### src/source/y_update_pkg.sv
/*
 * Shared sizing constants and packed types for the Y matrix update
 * controller. Every RTL file refers to these by scoped name.
 */
`default_nettype none

package y_update_pkg;

   localparam int INDEX_W        = 16;
   localparam int PART_W         = 24;
   localparam int SLOTS_PER_LINE = 8;  // two memory words of four slots

   localparam logic [INDEX_W-1:0] EMPTY_TAG = '1;  // unused slot marker

   typedef struct packed {
      logic [PART_W-1:0] re;
      logic [PART_W-1:0] im;
   } y_value_t;

   typedef struct packed {
      logic [INDEX_W-1:0] tag;  // column index of the entry
      y_value_t           value;
   } y_slot_t;

   // slot 0 sits in the low bits of the line
   typedef y_slot_t [SLOTS_PER_LINE-1:0] row_line_t;

   typedef struct packed {
      logic [INDEX_W-1:0] row;
      logic [INDEX_W-1:0] col;
      y_value_t           delta;
   } change_t;

   typedef enum logic {
      op_diag,
      op_offdiag
   } op_kind_t;

   typedef struct packed {
      op_kind_t kind;
      y_value_t value;  // current matrix entry
      y_value_t delta;
   } exec_op_t;

   typedef enum logic [1:0] {
      status_ok,
      status_missing,
      status_timeout
   } status_t;

endpackage

`default_nettype wire

### src/source/fetch_timer.sv
/*
 * Fetch response watchdog. start arms a down-counter, clear disarms it,
 * and expired is high for one cycle TIMEOUT_CYCLES cycles after start.
 */
`timescale 1ns/1ps
`default_nettype none

module fetch_timer
#(
   parameter int TIMEOUT_CYCLES = 16
)
(
   input  logic clock,
   input  logic reset,
   input  logic start,
   input  logic clear,
   output logic expired
);

   localparam int COUNT_W = $clog2(TIMEOUT_CYCLES + 1);

   logic               armed;
   logic [COUNT_W-1:0] count;

   assign expired = armed && (count == '0);

   always_ff @(posedge clock)
   begin
      if (!reset)
      begin
         armed <= 1'b0;
         count <= '0;
      end
      else if (start)
      begin
         armed <= 1'b1;
         count <= COUNT_W'(TIMEOUT_CYCLES - 1);  // reaches zero on the expiry cycle
      end
      else if (clear || expired)
         armed <= 1'b0;  // one pulse only
      else if (armed)
         count <= count - 1'b1;
   end

endmodule

`default_nettype wire

### src/source/row_search.sv
/*
 * Tag search over one fetched row line. Both keys are resolved in the
 * same cycle; the lowest matching slot wins for each key. Results are
 * registered and marked by search_valid one cycle after row_valid.
 */
`timescale 1ns/1ps
`default_nettype none

module row_search
(
   input  logic                                clock,
   input  logic                                reset,
   input  logic                                row_valid,
   input  y_update_pkg::row_line_t             row_data,
   input  logic [y_update_pkg::INDEX_W-1:0]    diag_key,
   input  logic [y_update_pkg::INDEX_W-1:0]    off_key,
   output logic                                search_valid,
   output logic                                diag_hit,
   output logic                                off_hit,
   output y_update_pkg::y_value_t              diag_value,
   output y_update_pkg::y_value_t              off_value
);

   typedef struct packed {
      logic                   hit;
      y_update_pkg::y_value_t value;
   } match_t;

   match_t diag_match;
   match_t off_match;

   // walk from the top slot down so the lowest match is kept
   function automatic match_t find_tag(input y_update_pkg::row_line_t line,
                                       input logic [y_update_pkg::INDEX_W-1:0] key);
      match_t result;
      result = '0;
      for (int i = y_update_pkg::SLOTS_PER_LINE - 1; i >= 0; i--)
      begin
         if (line[i].tag != y_update_pkg::EMPTY_TAG && line[i].tag == key)
         begin
            result.hit   = 1'b1;
            result.value = line[i].value;
         end
      end
      return result;
   endfunction

   assign diag_match = find_tag(row_data, diag_key);
   assign off_match  = find_tag(row_data, off_key);

   always_ff @(posedge clock)
   begin
      if (!reset)
         search_valid <= 1'b0;
      else
         search_valid <= row_valid;
   end

   // results hold until the next line arrives
   always_ff @(posedge clock)
   begin
      if (row_valid)
      begin
         diag_hit   <= diag_match.hit;
         off_hit    <= off_match.hit;
         diag_value <= diag_match.value;
         off_value  <= off_match.value;
      end
   end

endmodule

`default_nettype wire

### src/source/y_update_fsm.sv
/*
 * Sequencer for one Y matrix change. Pass one fetches the request row and
 * issues the diagonal then the off-diagonal operation; pass two does the
 * same on the column row with the keys swapped. All outputs are registered.
 */
`timescale 1ns/1ps
`default_nettype none

module y_update_fsm
(
   input  logic                             clock,
   input  logic                             reset,
   input  logic                             req_valid,
   input  y_update_pkg::change_t            req,
   output logic                             busy,
   output logic                             fetch_valid,
   output logic [y_update_pkg::INDEX_W-1:0] fetch_row,
   output logic [y_update_pkg::INDEX_W-1:0] diag_key,
   output logic [y_update_pkg::INDEX_W-1:0] off_key,
   output logic                             timer_start,
   output logic                             timer_clear,
   input  logic                             expired,
   input  logic                             row_valid,
   input  logic                             search_valid,
   input  logic                             diag_hit,
   input  logic                             off_hit,
   input  y_update_pkg::y_value_t           diag_value,
   input  y_update_pkg::y_value_t           off_value,
   output logic                             exec_valid,
   output y_update_pkg::exec_op_t           exec_op,
   input  logic                             exec_done,
   output logic                             done_valid,
   output y_update_pkg::status_t            done_status
);

   typedef enum logic [2:0] {
      st_idle,
      st_fetch_wait,
      st_search_wait,
      st_diag_op,
      st_off_op,
      st_finish
   } state_t;

   state_t                           state;
   state_t                           state_next;
   logic                             pass;       // 0 = row pass, 1 = col pass
   logic                             pass_next;
   logic                             accept;
   logic                             issue_fetch;
   logic                             issue_diag;
   logic                             issue_off;
   logic                             finish_req;
   y_update_pkg::status_t            finish_status;
   logic [y_update_pkg::INDEX_W-1:0] key_a;      // row to fetch, also the diagonal tag
   logic [y_update_pkg::INDEX_W-1:0] key_b;
   y_update_pkg::change_t            req_q;
   y_update_pkg::y_value_t           off_hold;   // off-diagonal value waits for first done

   assign accept = (state == st_idle) && req_valid;

   always_comb
   begin
      state_next    = state;
      pass_next     = pass;
      issue_fetch   = 1'b0;
      issue_diag    = 1'b0;
      issue_off     = 1'b0;
      finish_req    = 1'b0;
      finish_status = y_update_pkg::status_ok;
      key_a         = req.row;
      key_b         = req.col;
      case (state)
         st_idle:
         begin
            if (req_valid)
            begin
               issue_fetch = 1'b1;
               pass_next   = 1'b0;
               state_next  = st_fetch_wait;
            end
         end
         st_fetch_wait:
         begin
            if (row_valid)  // a late line beats the timeout
               state_next = st_search_wait;
            else if (expired)
            begin
               finish_req    = 1'b1;
               finish_status = y_update_pkg::status_timeout;
               state_next    = st_finish;
            end
         end
         st_search_wait:
         begin
            if (search_valid)
            begin
               if (diag_hit && off_hit)
               begin
                  issue_diag = 1'b1;
                  state_next = st_diag_op;
               end
               else
               begin
                  finish_req    = 1'b1;
                  finish_status = y_update_pkg::status_missing;
                  state_next    = st_finish;
               end
            end
         end
         st_diag_op:
         begin
            if (exec_done)
            begin
               issue_off  = 1'b1;
               state_next = st_off_op;
            end
         end
         st_off_op:
         begin
            if (exec_done && !pass)
            begin
               issue_fetch = 1'b1;  // second pass on the column row
               pass_next   = 1'b1;
               key_a       = req_q.col;
               key_b       = req_q.row;
               state_next  = st_fetch_wait;
            end
            else if (exec_done)
            begin
               finish_req = 1'b1;
               state_next = st_finish;
            end
         end
         st_finish:
            state_next = st_idle;
         default:
            state_next = st_idle;
      endcase
   end

   always_ff @(posedge clock)
   begin
      if (!reset)
      begin
         state       <= st_idle;
         pass        <= 1'b0;
         busy        <= 1'b0;
         fetch_valid <= 1'b0;
         timer_start <= 1'b0;
         timer_clear <= 1'b0;
         exec_valid  <= 1'b0;
         done_valid  <= 1'b0;
      end
      else
      begin
         state       <= state_next;
         pass        <= pass_next;
         busy        <= (state_next != st_idle);  // drops the cycle after done
         fetch_valid <= issue_fetch;
         timer_start <= issue_fetch;
         timer_clear <= (state == st_fetch_wait) && row_valid;
         exec_valid  <= issue_diag || issue_off;
         done_valid  <= finish_req;
      end
   end

   always_ff @(posedge clock)
   begin
      if (accept)
         req_q <= req;
      if (issue_fetch)
      begin
         fetch_row <= key_a;
         diag_key  <= key_a;
         off_key   <= key_b;
      end
      if (issue_diag)
      begin
         exec_op  <= '{kind: y_update_pkg::op_diag, value: diag_value, delta: req_q.delta};
         off_hold <= off_value;
      end
      if (issue_off)
         exec_op <= '{kind: y_update_pkg::op_offdiag, value: off_hold, delta: req_q.delta};
      if (finish_req)
         done_status <= finish_status;
   end

endmodule

`default_nettype wire

### src/source/y_update_top.sv
/*
 * Y matrix update controller. Takes change requests, fetches rows from an
 * external row memory and issues operations to an external execution
 * unit. All interfaces are single-cycle strobes without back-pressure.
 */
`timescale 1ns/1ps
`default_nettype none

module y_update_top
#(
   parameter int TIMEOUT_CYCLES = 16  // fetch response budget
)
(
   input  logic                             clock,
   input  logic                             reset,
   input  logic                             req_valid,
   input  y_update_pkg::change_t            req,
   output logic                             busy,
   output logic                             fetch_valid,
   output logic [y_update_pkg::INDEX_W-1:0] fetch_row,
   input  logic                             row_valid,
   input  y_update_pkg::row_line_t          row_data,
   output logic                             exec_valid,
   output y_update_pkg::exec_op_t           exec_op,
   input  logic                             exec_done,
   output logic                             done_valid,
   output y_update_pkg::status_t            done_status
);

   logic [y_update_pkg::INDEX_W-1:0] diag_key;
   logic [y_update_pkg::INDEX_W-1:0] off_key;
   logic                             timer_start;
   logic                             timer_clear;
   logic                             expired;
   logic                             search_valid;
   logic                             diag_hit;
   logic                             off_hit;
   y_update_pkg::y_value_t           diag_value;
   y_update_pkg::y_value_t           off_value;

   y_update_fsm fsm_inst (
      .clock        (clock),
      .reset        (reset),
      .req_valid    (req_valid),
      .req          (req),
      .busy         (busy),
      .fetch_valid  (fetch_valid),
      .fetch_row    (fetch_row),
      .diag_key     (diag_key),
      .off_key      (off_key),
      .timer_start  (timer_start),
      .timer_clear  (timer_clear),
      .expired      (expired),
      .row_valid    (row_valid),
      .search_valid (search_valid),
      .diag_hit     (diag_hit),
      .off_hit      (off_hit),
      .diag_value   (diag_value),
      .off_value    (off_value),
      .exec_valid   (exec_valid),
      .exec_op      (exec_op),
      .exec_done    (exec_done),
      .done_valid   (done_valid),
      .done_status  (done_status)
   );

   fetch_timer #(
      .TIMEOUT_CYCLES (TIMEOUT_CYCLES)
   ) timer_inst (
      .clock   (clock),
      .reset   (reset),
      .start   (timer_start),
      .clear   (timer_clear),
      .expired (expired)
   );

   row_search search_inst (
      .clock        (clock),
      .reset        (reset),
      .row_valid    (row_valid),
      .row_data     (row_data),
      .diag_key     (diag_key),
      .off_key      (off_key),
      .search_valid (search_valid),
      .diag_hit     (diag_hit),
      .off_hit      (off_hit),
      .diag_value   (diag_value),
      .off_value    (off_value)
   );

endmodule

`default_nettype wire

### config.mk
export PLATFORM = sky130hd
export DESIGN_NAME = y_update_top
export DESIGN_NICKNAME = d
export VERILOG_FILES = /design/src/source/y_update_pkg.sv /design/src/source/fetch_timer.sv /design/src/source/row_search.sv /design/src/source/y_update_fsm.sv /design/src/source/y_update_top.sv
export SDC_FILE = /design/constraint.sdc
export NUM_CORES = 1
export LEC_CHECK = 0
export ABC_AREA = 1
export BUFFER_PORTS_ARGS = -buffer_cell sky130_fd_sc_hd__buf_2
export CORE_AREA = 2 2 280 282
export CTS_BUF_LIST = sky130_fd_sc_hd__clkbuf_4 sky130_fd_sc_hd__clkbuf_8 sky130_fd_sc_hd__clkbuf_16
export DETAILED_ROUTE_END_ITERATION = 6
export DIE_AREA = 0 0 282 284
export GPL_TIMING_DRIVEN = 1
export SETUP_SLACK_MARGIN = 0.1
export SYNTH_ARGS = -nofsm -noshare
export SYNTH_HDL_FRONTEND = slang
export SYNTH_SLANG_ARGS = --single-unit
### constraint.sdc
create_clock -name clock -period 13.8 [get_ports clock]
set_clock_uncertainty 0.05 [all_clocks]
set_input_delay 0.69 -clock clock [delete_from_list [all_inputs] [get_ports clock]]
set_output_delay 0.69 -clock clock [all_outputs]
set_load 0.02 [all_outputs]
**Word-level counts from Yosys, hierarchy flattened**

Cells that the tools add are included.

- Logic and storage cells: 160
- Register bits: 373
- Output and inout bits: 119
- Input bits: 597

- Add/sub/neg operators: 1
- Mux-type cells: 58
- Reduce and logical (&&, ||, !) cells: 37
- Eq/ne operators: 31
- Bitwise operators: 2

Operators by type and width:

| operator | count |
|---|---|
| $mux W48 | 14 |
| $eq A16 B16 Y1 | 16 |
| $mux W96 | 2 |
| $ne A16 B16 Y1 const B | 8 |
| $mux W49 | 2 |
| $mux W16 | 4 |
| $mux W3 | 8 |
| $logic_and A1 B1 Y1 | 21 |
| $mux W1 | 17 |
| $pmux W3 S5 | 1 |
| $reduce_or A7 Y1 | 2 |
| $mux W4 | 3 |
| $reduce_bool A2 Y1 | 4 |
| $eq A3 B2 Y1 const B | 2 |
| $mux W2 | 3 |
| $logic_not A5 Y1 | 1 |
| $sub A5 B1 Y5 const B | 1 |
| $ne A2 B2 Y1 const B | 2 |
| $pmux W1 S2 | 2 |
| $pmux W2 S2 | 1 |
| $reduce_and A2 Y1 | 2 |
| $eq A3 B1 Y1 const B | 1 |
| $eq A3 B3 Y1 const B | 1 |
| $logic_not A3 Y1 | 1 |
| other kinds (8) | 10 |

**Longest topological paths before layout**

- Depth in word-level cells: 10
- Gate-level depth with buffers: 20
- Mapped depth without buffers: 18

**Hierarchy**

A second synthesis with hierarchy kept.

- Cell total of the unflattened synthesis: 3,168
- Area total of the unflattened synthesis: 24,718.7 µm²

By module, submodules not included:

| module | times used | area each (µm²) | seq. area each (µm²) | cells each |
|---|---|---|---|---|
| row_search | 1 | 14,828.0 | 2,962.8 | 2,678 |
| y_update_fsm | 1 | 9,510.4 | 7,947.6 | 436 |
| fetch_timer | 1 | 380.4 | 120.1 | 54 |

**Worst setup path after synthesis**

Ideal clock, no wire load.

- Path type: reg2reg
- Start point: register fsm_inst.state[2]
- End point: register, netlist name fsm_inst.exec_op[0]
- Required time: 13.292 ns
- Clock period less this slack: 5.710 ns
- Library setup time: 0.458 ns
- Path slack: 8.090 ns
- Path buffers: 0
- Arrival: 5.202 ns
- Cell stages (with the launch flop): 8
- Path through: dfxtp_1 > nor3_1 > inv_1 > nor2_1 > inv_1 > nor2_1 > inv_1 > nand2_1

- Longest elaborated chain between the ends: 3

RTL lines:

| item | line | RTL |
|---|---|---|
| from (decl) | y_update_fsm.sv:45 | `state_t state;` |
| from (signal assigned) | y_update_fsm.sv:146 | `state <= st_idle;` |
| from (signal assigned) | y_update_fsm.sv:157 | `state <= state_next;` |
| $eq A3 B2 Y1 | y_update_fsm.sv:73 | `case (state)` |
| $mux W1 | y_update_fsm.sv:73 |  |
| net fsm_inst.issue_diag | y_update_fsm.sv:51 | `logic issue_diag;` |
| $reduce_bool A2 Y1 (no line) | - |  |

The timed path passes the listed nets, and every way through them passes these cells.
A chain may end at the register's enable or synchronous reset.

==> results.cfg <==
[setup_path]
cp-end-kind = register
crit_cells = 12
cp_cell_sequence = inv_2 -> nand2_1 -> nand3_1 -> nor3_1 -> nand3_4 -> nand2_2 -> buf_4 -> a21oi_1 -> nand2_1 -> nand3_1 -> nand2_1 -> nand2_1
r2r_start = fsm_inst.fetch_row[7]$_DFFE_PP_
crit_type = reg2reg
crit_family = simple AND/OR/NAND/NOR gates
cp-startpoint = fsm_inst.fetch_row[7]$_DFFE_PP_
worst-path-buf-inv = 2
cp_slowest_stage_delay_ns = 0.91
worstPathArrival_ns = 4.65
required_ns = 14.08
cp_max_fo = 51
cp_common_cell = nand2_1
cp_slowest_cell = nand3_4
worstRegToRegCells = 12
start_kind = register

[synth]
synth_edf_count = 356
ys_types = 35
avgSynthCellArea_um2 = 7.900
synth_nets = 3651
ys.flop_type = edfxtp_1
synthTopCellsByArea = edfxtp_1 (44%), nand2_1 (15%), a21oi_1 (7.1%), xnor2_1 (4.9%), inv_1 (4.4%)
synth_common_cells = nand2_1 (982), edfxtp_1 (356), a21oi_1 (342)
synth_area_mm2 = 0.02411
synth.yosys.seq_area_share_pct = 45.75
synthCells = 3052
yosys_warnings = 0
ys_seq_elements = 373
async_flop_share_pct = 0
synth_top_area_cell = edfxtp_1
yosysMostFrequentCell = nand2_1
synth_top_area_share_pct = 44.34

[global_routing]
grt_overflow = 0
grt_max_degree = 79
grt_pass1_wl_mm = 153.8
grt_antenna_before_repair = 49
first_global_vias = 22950
grtUsageTotal_pct = 25.96

[timing]
fin_hold_ws_ns = 0.2302
hold_violations = 0
setup_viol = 0
maxSlewViolCount = 0
slew_headroom_pct = 23.25
fin_ws_ns = 9.435
worst_pin_slew_ns = 1.151
period_needed_ns = 4.365
period_share_pct = 31.63
fmaxAchievable_mhz = 229.1
rsz0062_at_grt = false
fin_tns_setup_ns = 0

[cts]
cts-resized-gates = 0
clk_path_buf_depth = 3
numCtsBuffers = 44
clk_latency_ns = 0.58
clk_pin_slew_ns = 0.07
cts_tree = done
cts-root-buf = clkbuf_16
cts_sinks = 373
postCtsHoldBufs = 0
cts_setup_buffers = 0
cts-htree-levels = 2

[worst_hold_path]
min_from = req[23]
hold_path.class = in2reg
whs_path_depth = 1

[final_layout]
layout.nets = 4259
fin_util_pct = 38.75
area_growth_pct = 23.69
fill_cells = 7950
fin_area_mm2 = 0.02982
drive_gt1_share_pct = 25.80

[routing]
met3_length_mm = 11.30
wirelength_mm = 107.5
dr.pass1.iters = 6
wl_per_cell_um = 22.56
ant_nets = 0
drt-met1-wl_mm = 44.61
drcViolationCount = 0
vias = 24210
top_layer = met5
via_per_inst = 5.079
met2RoutedLength_mm = 47.96
dr.first_iter.drc_count = 2560

[power]
power_switching_mw = 0.7494
pwr-share-clk_pct = 41.3
irDropWorstVdd_uv = 107.9
seq_power_share_pct = 46.4
power_per_cell_area_mw_per_mm2 = 97.32
p_int_mw = 2.153
leakage_nw = 13.70
p_comb_share_pct = 12.3
switching_share_pct = 25.82

[placed_design]
dpl_cell_area_mm2 = 0.02824
pre_cts_slack_ns = 9.525
gp_congestion = 0.9357
hpwl_mm = 76.92
portBuffers = 715

[floorplanning]
die_area_mm2 = 0.08009
die_y_um = 284
coreArea_mm2 = 0.07696
rows = 102
ios = 716
start_util_pct = 31.33
die_x_um = 282

[status]
status = complete, no violations

[job]
cap_violations = 0
power by group through the flow:
stage	logic, mW	clock network, mW	registers [mW]
floorplan	0.187	0	1.34
global placement	0.351	0	1.37
detailed placement	0.351	0	1.37
CTS	0.354	1.22	1.35
global route	0.391	1.27	1.35
finish	0.356	1.20	1.35
stage by stage:
stage / power [mW] / std cells
6_report: 2.902 / 4767
5_1_grt: 3.010 / 4756
4_1_cts: 2.923 / 4734
3_5_place_dp: 1.720 / 4654
3_3_place_gp: 1.718 / 4654
2_1_floorplan: 1.527 / 3052
layout make-up:
| type | instances | area [µm²] | share of cell area, % |
|---|---|---|---|
| Clock buffer | 56 | 1221 | 4.095 |
| Tap cell | 1040 | 1301 | 4.364 |
| Clock inverter | 24 | 275.3 | 0.9231 |
| Inverter | 303 | 1151 | 3.860 |
| Sequential cell | 373 | 11030 | 36.99 |
| Antenna cell | 33 | 82.58 | 0.2769 |
| Multi-Input combinational cell | 2195 | 10970 | 36.78 |
| Timing Repair Buffer | 743 | 3791 | 12.71 |
registers in the layout (all words and copies together) (netlist names), 2 cells and up:
name,count
search_inst.off_value,48
fsm_inst.off_key,16
fsm_inst.done_status,2
timer_inst.count,5
fsm_inst.off_hold,48
fsm_inst.req_q,80
fsm_inst.fetch_row,16
fsm_inst.state,3
search_inst.diag_value,48
fsm_inst.exec_op,97
worst reg2reg max path, cell delays in order (launching register included):
cell and delay (ns):
edfxtp_1 0.75, inv_2 0.21, nand2_1 0.11, nand3_1 0.08
nor3_1 0.63, nand3_4 0.91, nand2_2 0.29, buf_4 0.57
a21oi_1 0.21, nand2_1 0.11, nand3_1 0.07, nand2_1 0.08
nand2_1 0.06
final timing paths:
kind / to / slack [ns]
setup / recovery: search_inst.diag_value[43]$_DFFE_PP_ / 9.44
hold / removal: fsm_inst.req_q[23]$_DFFE_PP_ / 0.23
setup reg to reg: search_inst.diag_value[43]$_DFFE_PP_ / 9.44
hold reg to reg: fsm_inst.off_hold[34]$_DFFE_PP_ / 0.35
kinds of logic after synthesis:
group | Yosys count | share of synthesized area (%)
compound gates | 498 | 10.42
xor+xnor | 171 | 6.212
fa+ha+maj | 2 | 0.1038
buf+inv | 484 | 9.196
flops | 373 | 45.75
mux | 80 | 3.737
simple gates | 1444 | 24.58
cell usage in the layout, fill, tap and decap left out, types with 29 or more instances in the layout:
| cell | Yosys | layout |
|---|---|---|
| nand4_1 | 65 | 65 |
| diode_2 | 0 | 33 |
| mux2_2 | 80 | 80 |
| nand3_1 | 170 | 167 |
| a21oi_1 | 342 | 342 |
| clkbuf_16 | 0 | 45 |
| nor2_1 | 170 | 167 |
| nand2_1 | 982 | 977 |
| edfxtp_1 | 356 | 356 |
| buf_2 | 63 | 714 |
| o21ai_0 | 108 | 108 |
| o21ai_1 | 39 | 39 |
| inv_1 | 285 | 279 |
| xor2_1 | 35 | 35 |
| xnor2_1 | 136 | 136 |
| buf_4 | 54 | 29 |
routing by layer:
layer  vias to the layer above  track usage, %
li1                      11300               -
met1                     11180           35.00
met2                      1456           40.03
met3                       237           6.521
met4                        34           9.441
met5                         -               0
No activity file was read; power rests on OpenSTA's default activity.
